## src/source/tx_consts.svh

```systemverilog
// Sizing constants for the DAC transmit chain
// Included by the type package and by every module that sizes logic
`ifndef TX_CONSTS_SVH
`define TX_CONSTS_SVH

// Channel layout
`define TX_CHANNELS    2
`define TX_PAR_SAMPLES 2
`define TX_SAMPLE_W    16

// DDS phase and prescaler fixed point
`define TX_PHASE_W     32
`define TX_SCALE_W     18
`define TX_SCALE_FRAC  16

// AWG frame memory and burst counter
`define TX_AWG_DEPTH   64
`define TX_AWG_ADDR_W  6
`define TX_BURST_W     16

// Derived select widths
`define TX_MUX_SEL_W   ($clog2(2*`TX_CHANNELS))
`define TX_CH_W        ($clog2(`TX_CHANNELS))

`endif

```

## src/source/tx_pkg.sv

```systemverilog
// Types of the transmit chain: register map, AWG state and the beat structs
// Modules refer to these by scoped name in ports and by import in their bodies
`default_nettype none
`include "tx_consts.svh"

package tx_pkg;

  // Register port addresses
  typedef enum logic [3:0] {
    REG_PHASE_INC0  = 4'd0,
    REG_PHASE_INC1  = 4'd1,
    REG_SCALE0      = 4'd2,
    REG_SCALE1      = 4'd3,
    REG_MUX_SEL     = 4'd4,  // 2 bits per channel
    REG_TRIG_EN     = 4'd5,
    REG_FRAME_DEPTH = 4'd6,  // beats minus one
    REG_BURST_LEN   = 4'd7,  // frames, 0 runs continuously
    REG_AWG_CMD     = 4'd8   // bit 0 start, bit 1 stop
  } tx_reg_e;

  // AWG sequencer
  typedef enum logic {
    AWG_IDLE = 1'b0,
    AWG_PLAY = 1'b1
  } awg_state_e;

  typedef logic signed [`TX_SAMPLE_W-1:0] sample_t;

  // One channel beat, sample 0 in the low bits
  typedef struct packed {
    logic                          valid;
    sample_t [`TX_PAR_SAMPLES-1:0] data;
  } tx_beat_t;

  // Datapath configuration
  typedef struct packed {
    logic [`TX_CHANNELS-1:0][`TX_PHASE_W-1:0]   phase_inc;
    logic [`TX_CHANNELS-1:0][`TX_SCALE_W-1:0]   scale;
    logic [`TX_CHANNELS-1:0][`TX_MUX_SEL_W-1:0] mux_sel;
    logic [`TX_CHANNELS-1:0]                    phase_rst;
  } tx_cfg_t;

  // AWG memory write
  typedef struct packed {
    logic                          strobe;
    logic [`TX_CH_W-1:0]           channel;
    logic [`TX_AWG_ADDR_W-1:0]     addr;
    sample_t [`TX_PAR_SAMPLES-1:0] data;
  } awg_wr_t;

endpackage

`default_nettype wire

```

## src/source/dds_sawtooth.sv

```systemverilog
// Phase accumulator source producing a sawtooth per channel
// Parallel samples are spaced one phase increment apart
`timescale 1ns/1ps
`default_nettype none
`include "tx_consts.svh"

module dds_sawtooth (
  input  wire                                 dac_clk_i,
  input  wire                                 rst_n_i,
  input  wire tx_pkg::tx_cfg_t                cfg_i,
  output tx_pkg::tx_beat_t [`TX_CHANNELS-1:0] beats_o
);

  logic [`TX_CHANNELS-1:0][`TX_PHASE_W-1:0]                      phase_q;
  logic [`TX_CHANNELS-1:0][`TX_PAR_SAMPLES-1:0][`TX_PHASE_W-1:0] sample_phase;

  // Phase of each parallel sample within the beat
  always_comb begin
    for (int c = 0; c < `TX_CHANNELS; c++) begin
      for (int k = 0; k < `TX_PAR_SAMPLES; k++) begin
        sample_phase[c][k] = phase_q[c] + `TX_PHASE_W'(k) * cfg_i.phase_inc[c];
      end
    end
  end

  // Beat from the phase before the advance
  // Accumulator steps one increment per parallel sample
  always_ff @(posedge dac_clk_i or negedge rst_n_i) begin
    if (!rst_n_i) begin
      phase_q <= '0;
      beats_o <= '0;
    end else begin
      for (int c = 0; c < `TX_CHANNELS; c++) begin
        beats_o[c].valid <= 1'b1;
        for (int k = 0; k < `TX_PAR_SAMPLES; k++) begin
          // Top bits as a signed sample
          beats_o[c].data[k] <= sample_phase[c][k][`TX_PHASE_W-1 -: `TX_SAMPLE_W];
        end
        if (cfg_i.phase_rst[c]) begin
          phase_q[c] <= '0;
        end else begin
          phase_q[c] <= phase_q[c] + `TX_PHASE_W'(`TX_PAR_SAMPLES) * cfg_i.phase_inc[c];
        end
      end
    end
  end

endmodule

`default_nettype wire

```

## config.mk

```make
export PLATFORM = sky130hd
export DESIGN_NAME = dds_sawtooth
export DESIGN_NICKNAME = d
export VERILOG_FILES = /design/src/source/tx_pkg.sv /design/src/source/dds_sawtooth.sv
export VERILOG_INCLUDE_DIRS = /design/src /design/src/source
export SDC_FILE = /design/constraint.sdc
export NUM_CORES = 1
export LEC_CHECK = 0
export BUFFER_PORTS_ARGS = -buffer_cell sky130_fd_sc_hd__buf_4
export CAP_MARGIN = 20
export CORE_ASPECT_RATIO = 0.6
export CORE_MARGIN = 2
export CORE_UTILIZATION = 45
export CTS_CLUSTER_SIZE = 25
export DETAILED_ROUTE_END_ITERATION = 16
export GPL_ROUTABILITY_DRIVEN = 0
export PLACE_DENSITY = 0.67
export SLEW_MARGIN = 10
export SYNTH_ARGS = -nofsm -noshare
export SYNTH_HDL_FRONTEND = slang
export SYNTH_SLANG_ARGS = --single-unit
export TNS_END_PERCENT = 50
```

## constraint.sdc

```tcl
create_clock -name dac_clk_i -period 5.3 [get_ports dac_clk_i]
set_clock_uncertainty 0.15 [all_clocks]
set_input_delay 1.06 -clock dac_clk_i [delete_from_list [all_inputs] [get_ports dac_clk_i]]
set_output_delay 1.06 -clock dac_clk_i [all_outputs]
set_load 0.02 [all_outputs]
```

* After elaboration in Yosys (flattened, before gate mapping)
Cells that the tools add are included.
** Storage, ports and cells
- Register bits after elaboration :: 129
- Output and inout bits :: 66
- Word-level logic and storage cells :: 13
** Operators by class
- Add/subtract/negate cells :: 4
- Mux-type cells :: 2
** Operator list (number)
- 32-bit adder :: 4
- 32-bit two-way mux :: 2

* Longest topological paths before layout
Gate-level depths: netlist (run 1).
- Depth in word-level cells :: 2
- Mapped depth :: 10

* Worst setup path after synthesis (run 1)
OpenSTA, ideal clock, no wires.
- Kind :: input to register
- From :: in cfg_i[74] in the netlist's numbering
- To :: reg phase_q[61] in the netlist's numbering
- Setup time :: 0.125 ns
- Arrival :: 3.256 ns
- Required time :: 5.025 ns
- Path slack :: 1.769 ns
- Stages :: 10
- Path buffers :: 0
- Cell sequence :: ha_1 fa_1 a211oi_1 o211ai_1 a21boi_0 o21bai_1 a21o_1 a31oi_1 o21bai_1 mux2_2
** On the way
- Word-level cells in the longest chain between the ends :: 2
** RTL lines
- start: declaration :: RTL line dds_sawtooth.sv:10 : input wire tx_pkg::tx_cfg_t cfg_i,
- 32-bit adder :: RTL line dds_sawtooth.sv:42 : phase_q[c] <= phase_q[c] + `TX_PHASE_W'(`TX_PAR_SAMPLES) * cfg_i.phase_inc[c];
- 32-bit two-way mux :: RTL line dds_sawtooth.sv:39 : if (cfg_i.phase_rst[c]) begin
- end signal: indexed assignment :: RTL line dds_sawtooth.sv:42
- end: declaration :: RTL line dds_sawtooth.sv:14 : logic [`TX_CHANNELS-1:0][`TX_PHASE_W-1:0] phase_q;
No other way between the ends.

==> metrics.txt, run 1 <==
result of the run=finished clean; number of distinct library cells after synthesis=77; element type at the critical path start=input pin; CTS Hold Bufs=0; height of the chip=116 um; GR Util met2=27.9%; mean area per synthesized cell=9.27 um2; antenna diode count=0; clock tree root driver cell=sky130_fd_sc_hd__clkbuf_16; HP Class=reg2reg; effective utilization at floorplan=46.3%; count of flip-flops with a built-in enable after synthesis=0; number of violations reported at the end of detailed-routing iteration 0=604; maximum clock insertion buffer count=2; wire length of the first global-routing pass=39.6 mm; number of warnings reported in the yosys synthesis log=0; # Max-Cap Violations=0; area taken by multi-input logic gates=5930 um2; share of post-route cells with drive strength above 1=16.7%; H-tree depth reported by CTS=4; synthesis-stage register bit count=127; proportion of register bits with asynchronous set or reset after synthesis=100%; peak clock frequency supported by timing=266 MHz; Post-CTS Setup Bufs=0; Final Setup Violations=0; fraction of the cycle the final worst path needs=70.8%; cell type with the highest aggregate area in the netlist=sky130_fd_sc_hd__dfrtp_1; post-synth top area share=34.0%; transition time at the pin with the least slew margin=0.723 ns; Die Span X=190 um; met3 usage in global routing=5.63%; top cells by area, synth=sky130_fd_sc_hd__dfrtp_1, sky130_fd_sc_hd__ha_1, sky130_fd_sc_hd__a21oi_1, sky130_fd_sc_hd__nor2_1, sky130_fd_sc_hd__xor2_1; post-place instance area=10,500 um2; Port Buffer Count=133; maximum number of pins on one net before global-route repair=56; number of search-and-repair iterations in the first detailed-routing pass=6; netlist area before placement=9360 um2; Fin Hold WS=0.259 ns; via count=8,190; area used by sequential logic in the layout=3180 um2; crit path capture type=register; max_slew headroom=51.5%; Reg2Reg Setup Slack=1.94 ns; maximum net fanout on the critical path=4; pins over their slew limit=0; RSZ-0062 raised after global routing=no; critical path data arrival time=3.96 ns; Core Footprint=20,200 um2; static leakage=0.00534 uW; largest voltage drop on the vdd net=0.000284 V; io pins=174; area of the die=22,000 um2; critical setup path kind=in2reg; number of gates given a new drive strength after cts=0; met1 routing resource usage after global routing=38.2%; clock latency on the worst-skew pair=0.43 ns; area delta synth->final=18.8%; number of clock sinks=127; Final Non-Filler Cells=1,412; flip-flop cell with the highest count after synthesis=sky130_fd_sc_hd__dfrtp_1; part of the Yosys area used for sequential elements=34.0%; final routed wirelength across all metal layers=24.6 mm; Final Hold Viols=0; utilization after layout=55.0%; antenna violations before repair=0; fill cell total of the finished layout=1,841; detailed placement HPWL=19.3 mm; vias in the first global route=7,554; setup total negative slack=0 ns; total congestion overflow after global routing=0; Pwr per Cell Area=625 nW/um2; Required @ worst endpoint=5.50 ns; aggregate global-route resource usage=23.0%; Remaining DRCs=0; finished layout cell area=11,100 um2; highest-utilization routing layer at the global route stage=met1; average wire per standard cell=17.4 um; Cells after Synth=1,009; fin nets=1,360; number of placed instances with taps included=1,382; clock slew seen by the registers of the worst setup and hold paths=0.06 ns; row cnt=40; final critical-path required period=3.75 ns; Synthesized Nets=1,241; CTS Buf Count=17; clock tree from TritonCTS=done; number of nets with antenna violations after routing=0; ratio of routed vias to standard cells=5.80
layout make-up:
class,instances,share of cell area (%)
sequential,127,28.6
timing repair buffer,135,9.15
tap,273,3.07
multi-input combinational,830,53.3
inverter,17,0.574
clock buffer,21,4.05
clock inverter,9,1.23
power breakdown:
group          internal, uW  switching (uW)
clock network           748             449
registers              1410             250
logic                  1720            2370
layout by cell type (no fill, tap or decap), types with 5 or more instances in the layout:
| cell type | instances |
|---|---|
| sky130_fd_sc_hd__nand2b_1 | 9 |
| sky130_fd_sc_hd__o211ai_1 | 15 |
| sky130_fd_sc_hd__or3_1 | 5 |
| sky130_fd_sc_hd__nor2b_1 | 15 |
| sky130_fd_sc_hd__nor2_1 | 99 |
| sky130_fd_sc_hd__or2_2 | 5 |
| sky130_fd_sc_hd__xor2_1 | 37 |
| sky130_fd_sc_hd__a21o_1 | 43 |
| sky130_fd_sc_hd__inv_1 | 17 |
| sky130_fd_sc_hd__clkbuf_16 | 17 |
| sky130_fd_sc_hd__nand4_1 | 15 |
| sky130_fd_sc_hd__a21oi_1 | 95 |
| sky130_fd_sc_hd__a31oi_1 | 17 |
| sky130_fd_sc_hd__and3_1 | 7 |
| sky130_fd_sc_hd__a221oi_1 | 6 |
| sky130_fd_sc_hd__o21ai_0 | 56 |
| sky130_fd_sc_hd__mux2_2 | 6 |
| sky130_fd_sc_hd__and2_1 | 6 |
| sky130_fd_sc_hd__buf_4 | 134 |
| sky130_fd_sc_hd__o21a_1 | 12 |
| sky130_fd_sc_hd__nor4b_1 | 5 |
| sky130_fd_sc_hd__o21bai_1 | 10 |
| sky130_fd_sc_hd__dfrtp_1 | 127 |
| sky130_fd_sc_hd__a211oi_1 | 23 |
| sky130_fd_sc_hd__nor3_1 | 19 |
| sky130_fd_sc_hd__o2111ai_1 | 5 |
| sky130_fd_sc_hd__nand2_1 | 58 |
| sky130_fd_sc_hd__xnor2_1 | 36 |
| sky130_fd_sc_hd__ha_1 | 122 |
| sky130_fd_sc_hd__nand3_1 | 25 |
| sky130_fd_sc_hd__o31ai_1 | 11 |
state kept, by name (all words and copies together), names as in the netlist:
signal	cells
beats_o	65
phase_q	62
synth_stat cells, types with 19 or more instances:
| cell | instances |
|---|---|
| sky130_fd_sc_hd__dfrtp_1 | 127 |
| sky130_fd_sc_hd__ha_1 | 122 |
| sky130_fd_sc_hd__nor2_1 | 99 |
| sky130_fd_sc_hd__a21oi_1 | 95 |
| sky130_fd_sc_hd__nand2_1 | 58 |
| sky130_fd_sc_hd__o21ai_0 | 56 |
| sky130_fd_sc_hd__a21o_1 | 43 |
| sky130_fd_sc_hd__xor2_1 | 37 |
| sky130_fd_sc_hd__xnor2_1 | 36 |
| sky130_fd_sc_hd__nand3_1 | 25 |
| sky130_fd_sc_hd__a211oi_1 | 23 |
| sky130_fd_sc_hd__clkbuf_1 | 22 |
| sky130_fd_sc_hd__nor3_1 | 19 |
logic make-up after synthesis:
family / after synthesis / share of synthesized area (%)
AND/OR/NAND/NOR: 286 / 14.8
multiplexers: 7 / 0.829
buffers and inverters: 52 / 2.71
AO/OA/AOI/OAI: 339 / 24.1
adder cells (fa/ha/maj): 124 / 16.7
flip-flops: 127 / 34.0
other: 1 / 0.0401
XOR/XNOR: 73 / 6.83
stage by stage:
stage / power (uW) / setup WS (ns)
2_1_floorplan: 4560 / 1.77
3_3_place_gp: 5630 / 1.22
3_5_place_dp: 5680 / 1.21
4_1_cts: 6920 / 1.64
5_1_grt: 7490 / 1.39
6_report: 6950 / 1.55
layer usage:
| metal | part of all wire, % | vias up |
|---|---|---|
| met5 | 0 | - |
| met4 | 1.4 | 0 |
| met3 | 8.3 | 32 |
| met2 | 35 | 319 |
| met1 | 55 | 3829 |
| li1 | - | 4010 |
critical path, cell delays in order:
cell and delay (ns):
sky130_fd_sc_hd__buf_4 0.13, sky130_fd_sc_hd__ha_1 0.33, sky130_fd_sc_hd__a211oi_1 0.26, sky130_fd_sc_hd__nand2_1 0.11, sky130_fd_sc_hd__a2111oi_2 0.48, sky130_fd_sc_hd__o2111ai_1 0.30, sky130_fd_sc_hd__a31oi_1 0.45, sky130_fd_sc_hd__o21ai_0 0.27
sky130_fd_sc_hd__or4_1 0.45, sky130_fd_sc_hd__nand4_1 0.11
final timing paths:
| kind | from | end | cells past startpoint |
|---|---|---|---|
| max | cfg_i[84] | beats_o[60] | 10 |
| min | phase_q[19] | beats_o[3] | 0 |
| max reg2reg | phase_q[42] | beats_o[60] | 9 |
| min reg2reg | phase_q[19] | beats_o[3] | 0 |
| max in group asynchronous | rst_n_i | beats_o[11] | 2 |
| min in group asynchronous | rst_n_i | beats_o[35] | 1 |
Note: power is estimated with default switching activity, not from simulation.
==> run 2: changes to the inputs <==
==> constraint.sdc (replaced) <==
create_clock -name dac_clk_i -period 3.8 [get_ports dac_clk_i]
set_clock_uncertainty 0.15 [all_clocks]
set_input_delay 0.76 -clock dac_clk_i [delete_from_list [all_inputs] [get_ports dac_clk_i]]
set_output_delay 0.76 -clock dac_clk_i [all_outputs]
set_load 0.02 [all_outputs]
==> run 2 against run 1 <==
Against the previous run: cell count up 1.1%; cell area increased by 0.99%; combinational power increased by 42%; sequential cell count unchanged; critical path type unchanged; largest cell class unchanged.
==> metrics.txt, run 2 (synthesized netlist as in run 1, its figures left out) <==
result of the run=finished clean (unchanged); number of search-and-repair iterations in the first detailed-routing pass=5 (was 6); maximum net fanout on the critical path=4 (unchanged); slowest stage delay, CP=0.46 ns (was 0.48 ns); CTS Buf Count=17 (unchanged); clock tree root driver cell=sky130_fd_sc_hd__clkbuf_16 (unchanged); most common cell after layout, fill and taps aside=sky130_fd_sc_hd__buf_4 (unchanged); maximum number of pins on one net before global-route repair=72 (was 56); max FFs per register=65 (unchanged); Core Footprint=20,200 um2 (unchanged); Port Buffer Count=133 (unchanged); Remaining DRCs=0 (unchanged); final routed wirelength across all metal layers=25.1 mm (was 24.6 mm); biggest registers after layout=beats_o: 65 flops, phase_q: 62 flops (unchanged); largest voltage drop on the vdd net=0.000415 V (was 0.000284 V); row cnt=40 (unchanged); transition time at the pin with the least slew margin=0.596 ns (was 0.723 ns); vias in the first global route=7,411 (was 7,554); Required @ worst endpoint=4.01 ns (was 5.50 ns); Die Span X=190 um (unchanged); clock slew seen by the registers of the worst setup and hold paths=0.07 ns (was 0.06 ns); RSZ-0062 raised after global routing=no (unchanged); number of violations reported at the end of detailed-routing iteration 0=563 (was 604); critical path cell sequence=buf_4, ha_1, a211oi_1, nand2_1, a2111oi_2, o2111ai_1, a31oi_1, o21ai_0, or4_1, nand4_1 (unchanged); CP delay by family, top=compound AO/OA/AOI/OAI gates (unchanged); most used cells in the layout excluding fill and tap cells=sky130_fd_sc_hd__buf_4, sky130_fd_sc_hd__dfrtp_1, sky130_fd_sc_hd__ha_1, sky130_fd_sc_hd__nor2_1, sky130_fd_sc_hd__a21oi_1 (unchanged); effective utilization at floorplan=46.3% (unchanged); aggregate global-route resource usage=23.4% (was 23.0%); io pins=174 (unchanged); clock tree from TritonCTS=done (unchanged); Pwr per Cell Area=873 nW/um2 (was 625 nW/um2); GR Util met2=28.8% (was 27.9%); antenna violations before repair=0 (unchanged); fill cell total of the finished layout=1,858 (was 1,841); number of placed instances with taps included=1,395 (was 1,382); critical setup path kind=in2reg (unchanged); met3 usage in global routing=5.24% (was 5.63%); fin nets=1,373 (was 1,360); slowest cell on the critical path=sky130_fd_sc_hd__a2111oi_2 (unchanged); Final Non-Filler Cells=1,427 (was 1,412); wire length of the first global-routing pass=40.0 mm (was 39.6 mm); number of nets with antenna violations after routing=0 (unchanged); CTS Hold Bufs=0 (unchanged); HP Class=in2async (was reg2reg); max_slew headroom=59.3% (was 51.5%); fraction of the cycle the final worst path needs=86.0%; setup total negative slack=0 ns (unchanged); pins over their slew limit=0 (unchanged); detailed placement HPWL=19.6 mm (was 19.3 mm); average wire per standard cell=17.6 um (was 17.4 um); antenna diode count=0 (unchanged); met1 routing resource usage after global routing=39.0% (was 38.2%); Post-CTS Setup Bufs=0 (unchanged); share of post-route cells with drive strength above 1=17.9% (was 16.7%); number of clock sinks=127 (unchanged); crit path capture type=register (unchanged); worst path bufs/invs=1 (unchanged); area delta synth->final=19.9% (was 18.8%); maximum clock insertion buffer count=2 (unchanged); final critical-path required period=3.27 ns; total congestion overflow after global routing=0 (unchanged); # Max-Cap Violations=0 (unchanged); Final Hold Viols=0 (unchanged); area of the die=22,000 um2 (unchanged); Final Setup Violations=0 (unchanged); ratio of routed vias to standard cells=5.79 (was 5.80); highest-utilization routing layer at the global route stage=met1 (unchanged); Reg2Reg Setup Slack=0.56 ns (was 1.94 ns); number of gates given a new drive strength after cts=0 (unchanged); peak clock frequency supported by timing=306 MHz; clock latency on the worst-skew pair=0.44 ns (was 0.43 ns); H-tree depth reported by CTS=4 (unchanged); critical path data arrival time=3.48 ns (was 3.96 ns); Top reg by flops=beats_o (unchanged); height of the chip=116 um (unchanged); element type at the critical path start=input pin (unchanged); via count=8,269 (was 8,190); static leakage=0.00540 uW (was 0.00534 uW)
==> run 2: cell types whose count changed in the layout (fill, tap and decap cells not counted) <==
cell                         delta
sky130_fd_sc_hd__bufinv_16      -1
sky130_fd_sc_hd__buf_4         +13
sky130_fd_sc_hd__clkbuf_1       -2
sky130_fd_sc_hd__clkinv_4       -2
sky130_fd_sc_hd__clkbuf_8       +2
sky130_fd_sc_hd__inv_6          +2
sky130_fd_sc_hd__clkinvlp_4     +3
==> run 2: area by class of cell <==
cell class	count	area, um2	share of cell area (%)
clock buffers	21	470	4.19
clock inverters	11	129	1.15
inverters	17	63.8	0.569
multi-input cells	830	5930	52.8
flip-flops and latches	127	3180	28.3
well taps	273	342	3.04
repair buffers	148	1110	9.93
==> run 2: report_power, final <==
| group | total [uW] | switching (uW) | internal [uW] |
|---|---|---|---|
| clock network | 1680 | 659 | 1020 |
| registers | 2310 | 352 | 1960 |
| logic | 5800 | 3340 | 2460 |
==> run 2: path summary, 6_finish.rpt <==
kind | from | to | cells past startpoint
setup / recovery | cfg_i[84] | beats_o[60] | 10
hold reg to reg | phase_q[19] | beats_o[3] | 0
min in group dac_clk_i | phase_q[19] | beats_o[3] | 0
setup reg to reg | phase_q[33] | phase_q[61] | 10
max in group asynchronous | rst_n_i | beats_o[16] | 2
hold / removal | rst_n_i | phase_q[52] | 1
==> run 2: routing by layer <==
metal  vias up  wire length (um)
met4         0               296
met2       323              9250
met1      3881             13600
met5         -                 0
li1       4044                 -
met3        21              1940
==> run 2: stage by stage <==
step                      hold slack (ns)  setup slack [ns]  power (uW)  cell area [um2]  utilization (%)
after floorplan                     0.231             0.569        6360             9360                -
after global placement              0.244             0.143        7920            10600             52.5
after detailed placement            0.244             0.142        8010            10600             52.5
after CTS                           0.185             0.567        9760            11200             55.5
after global routing                0.219             0.299       10600            11200             55.5
final                               0.175             0.534        9790            11200             55.5
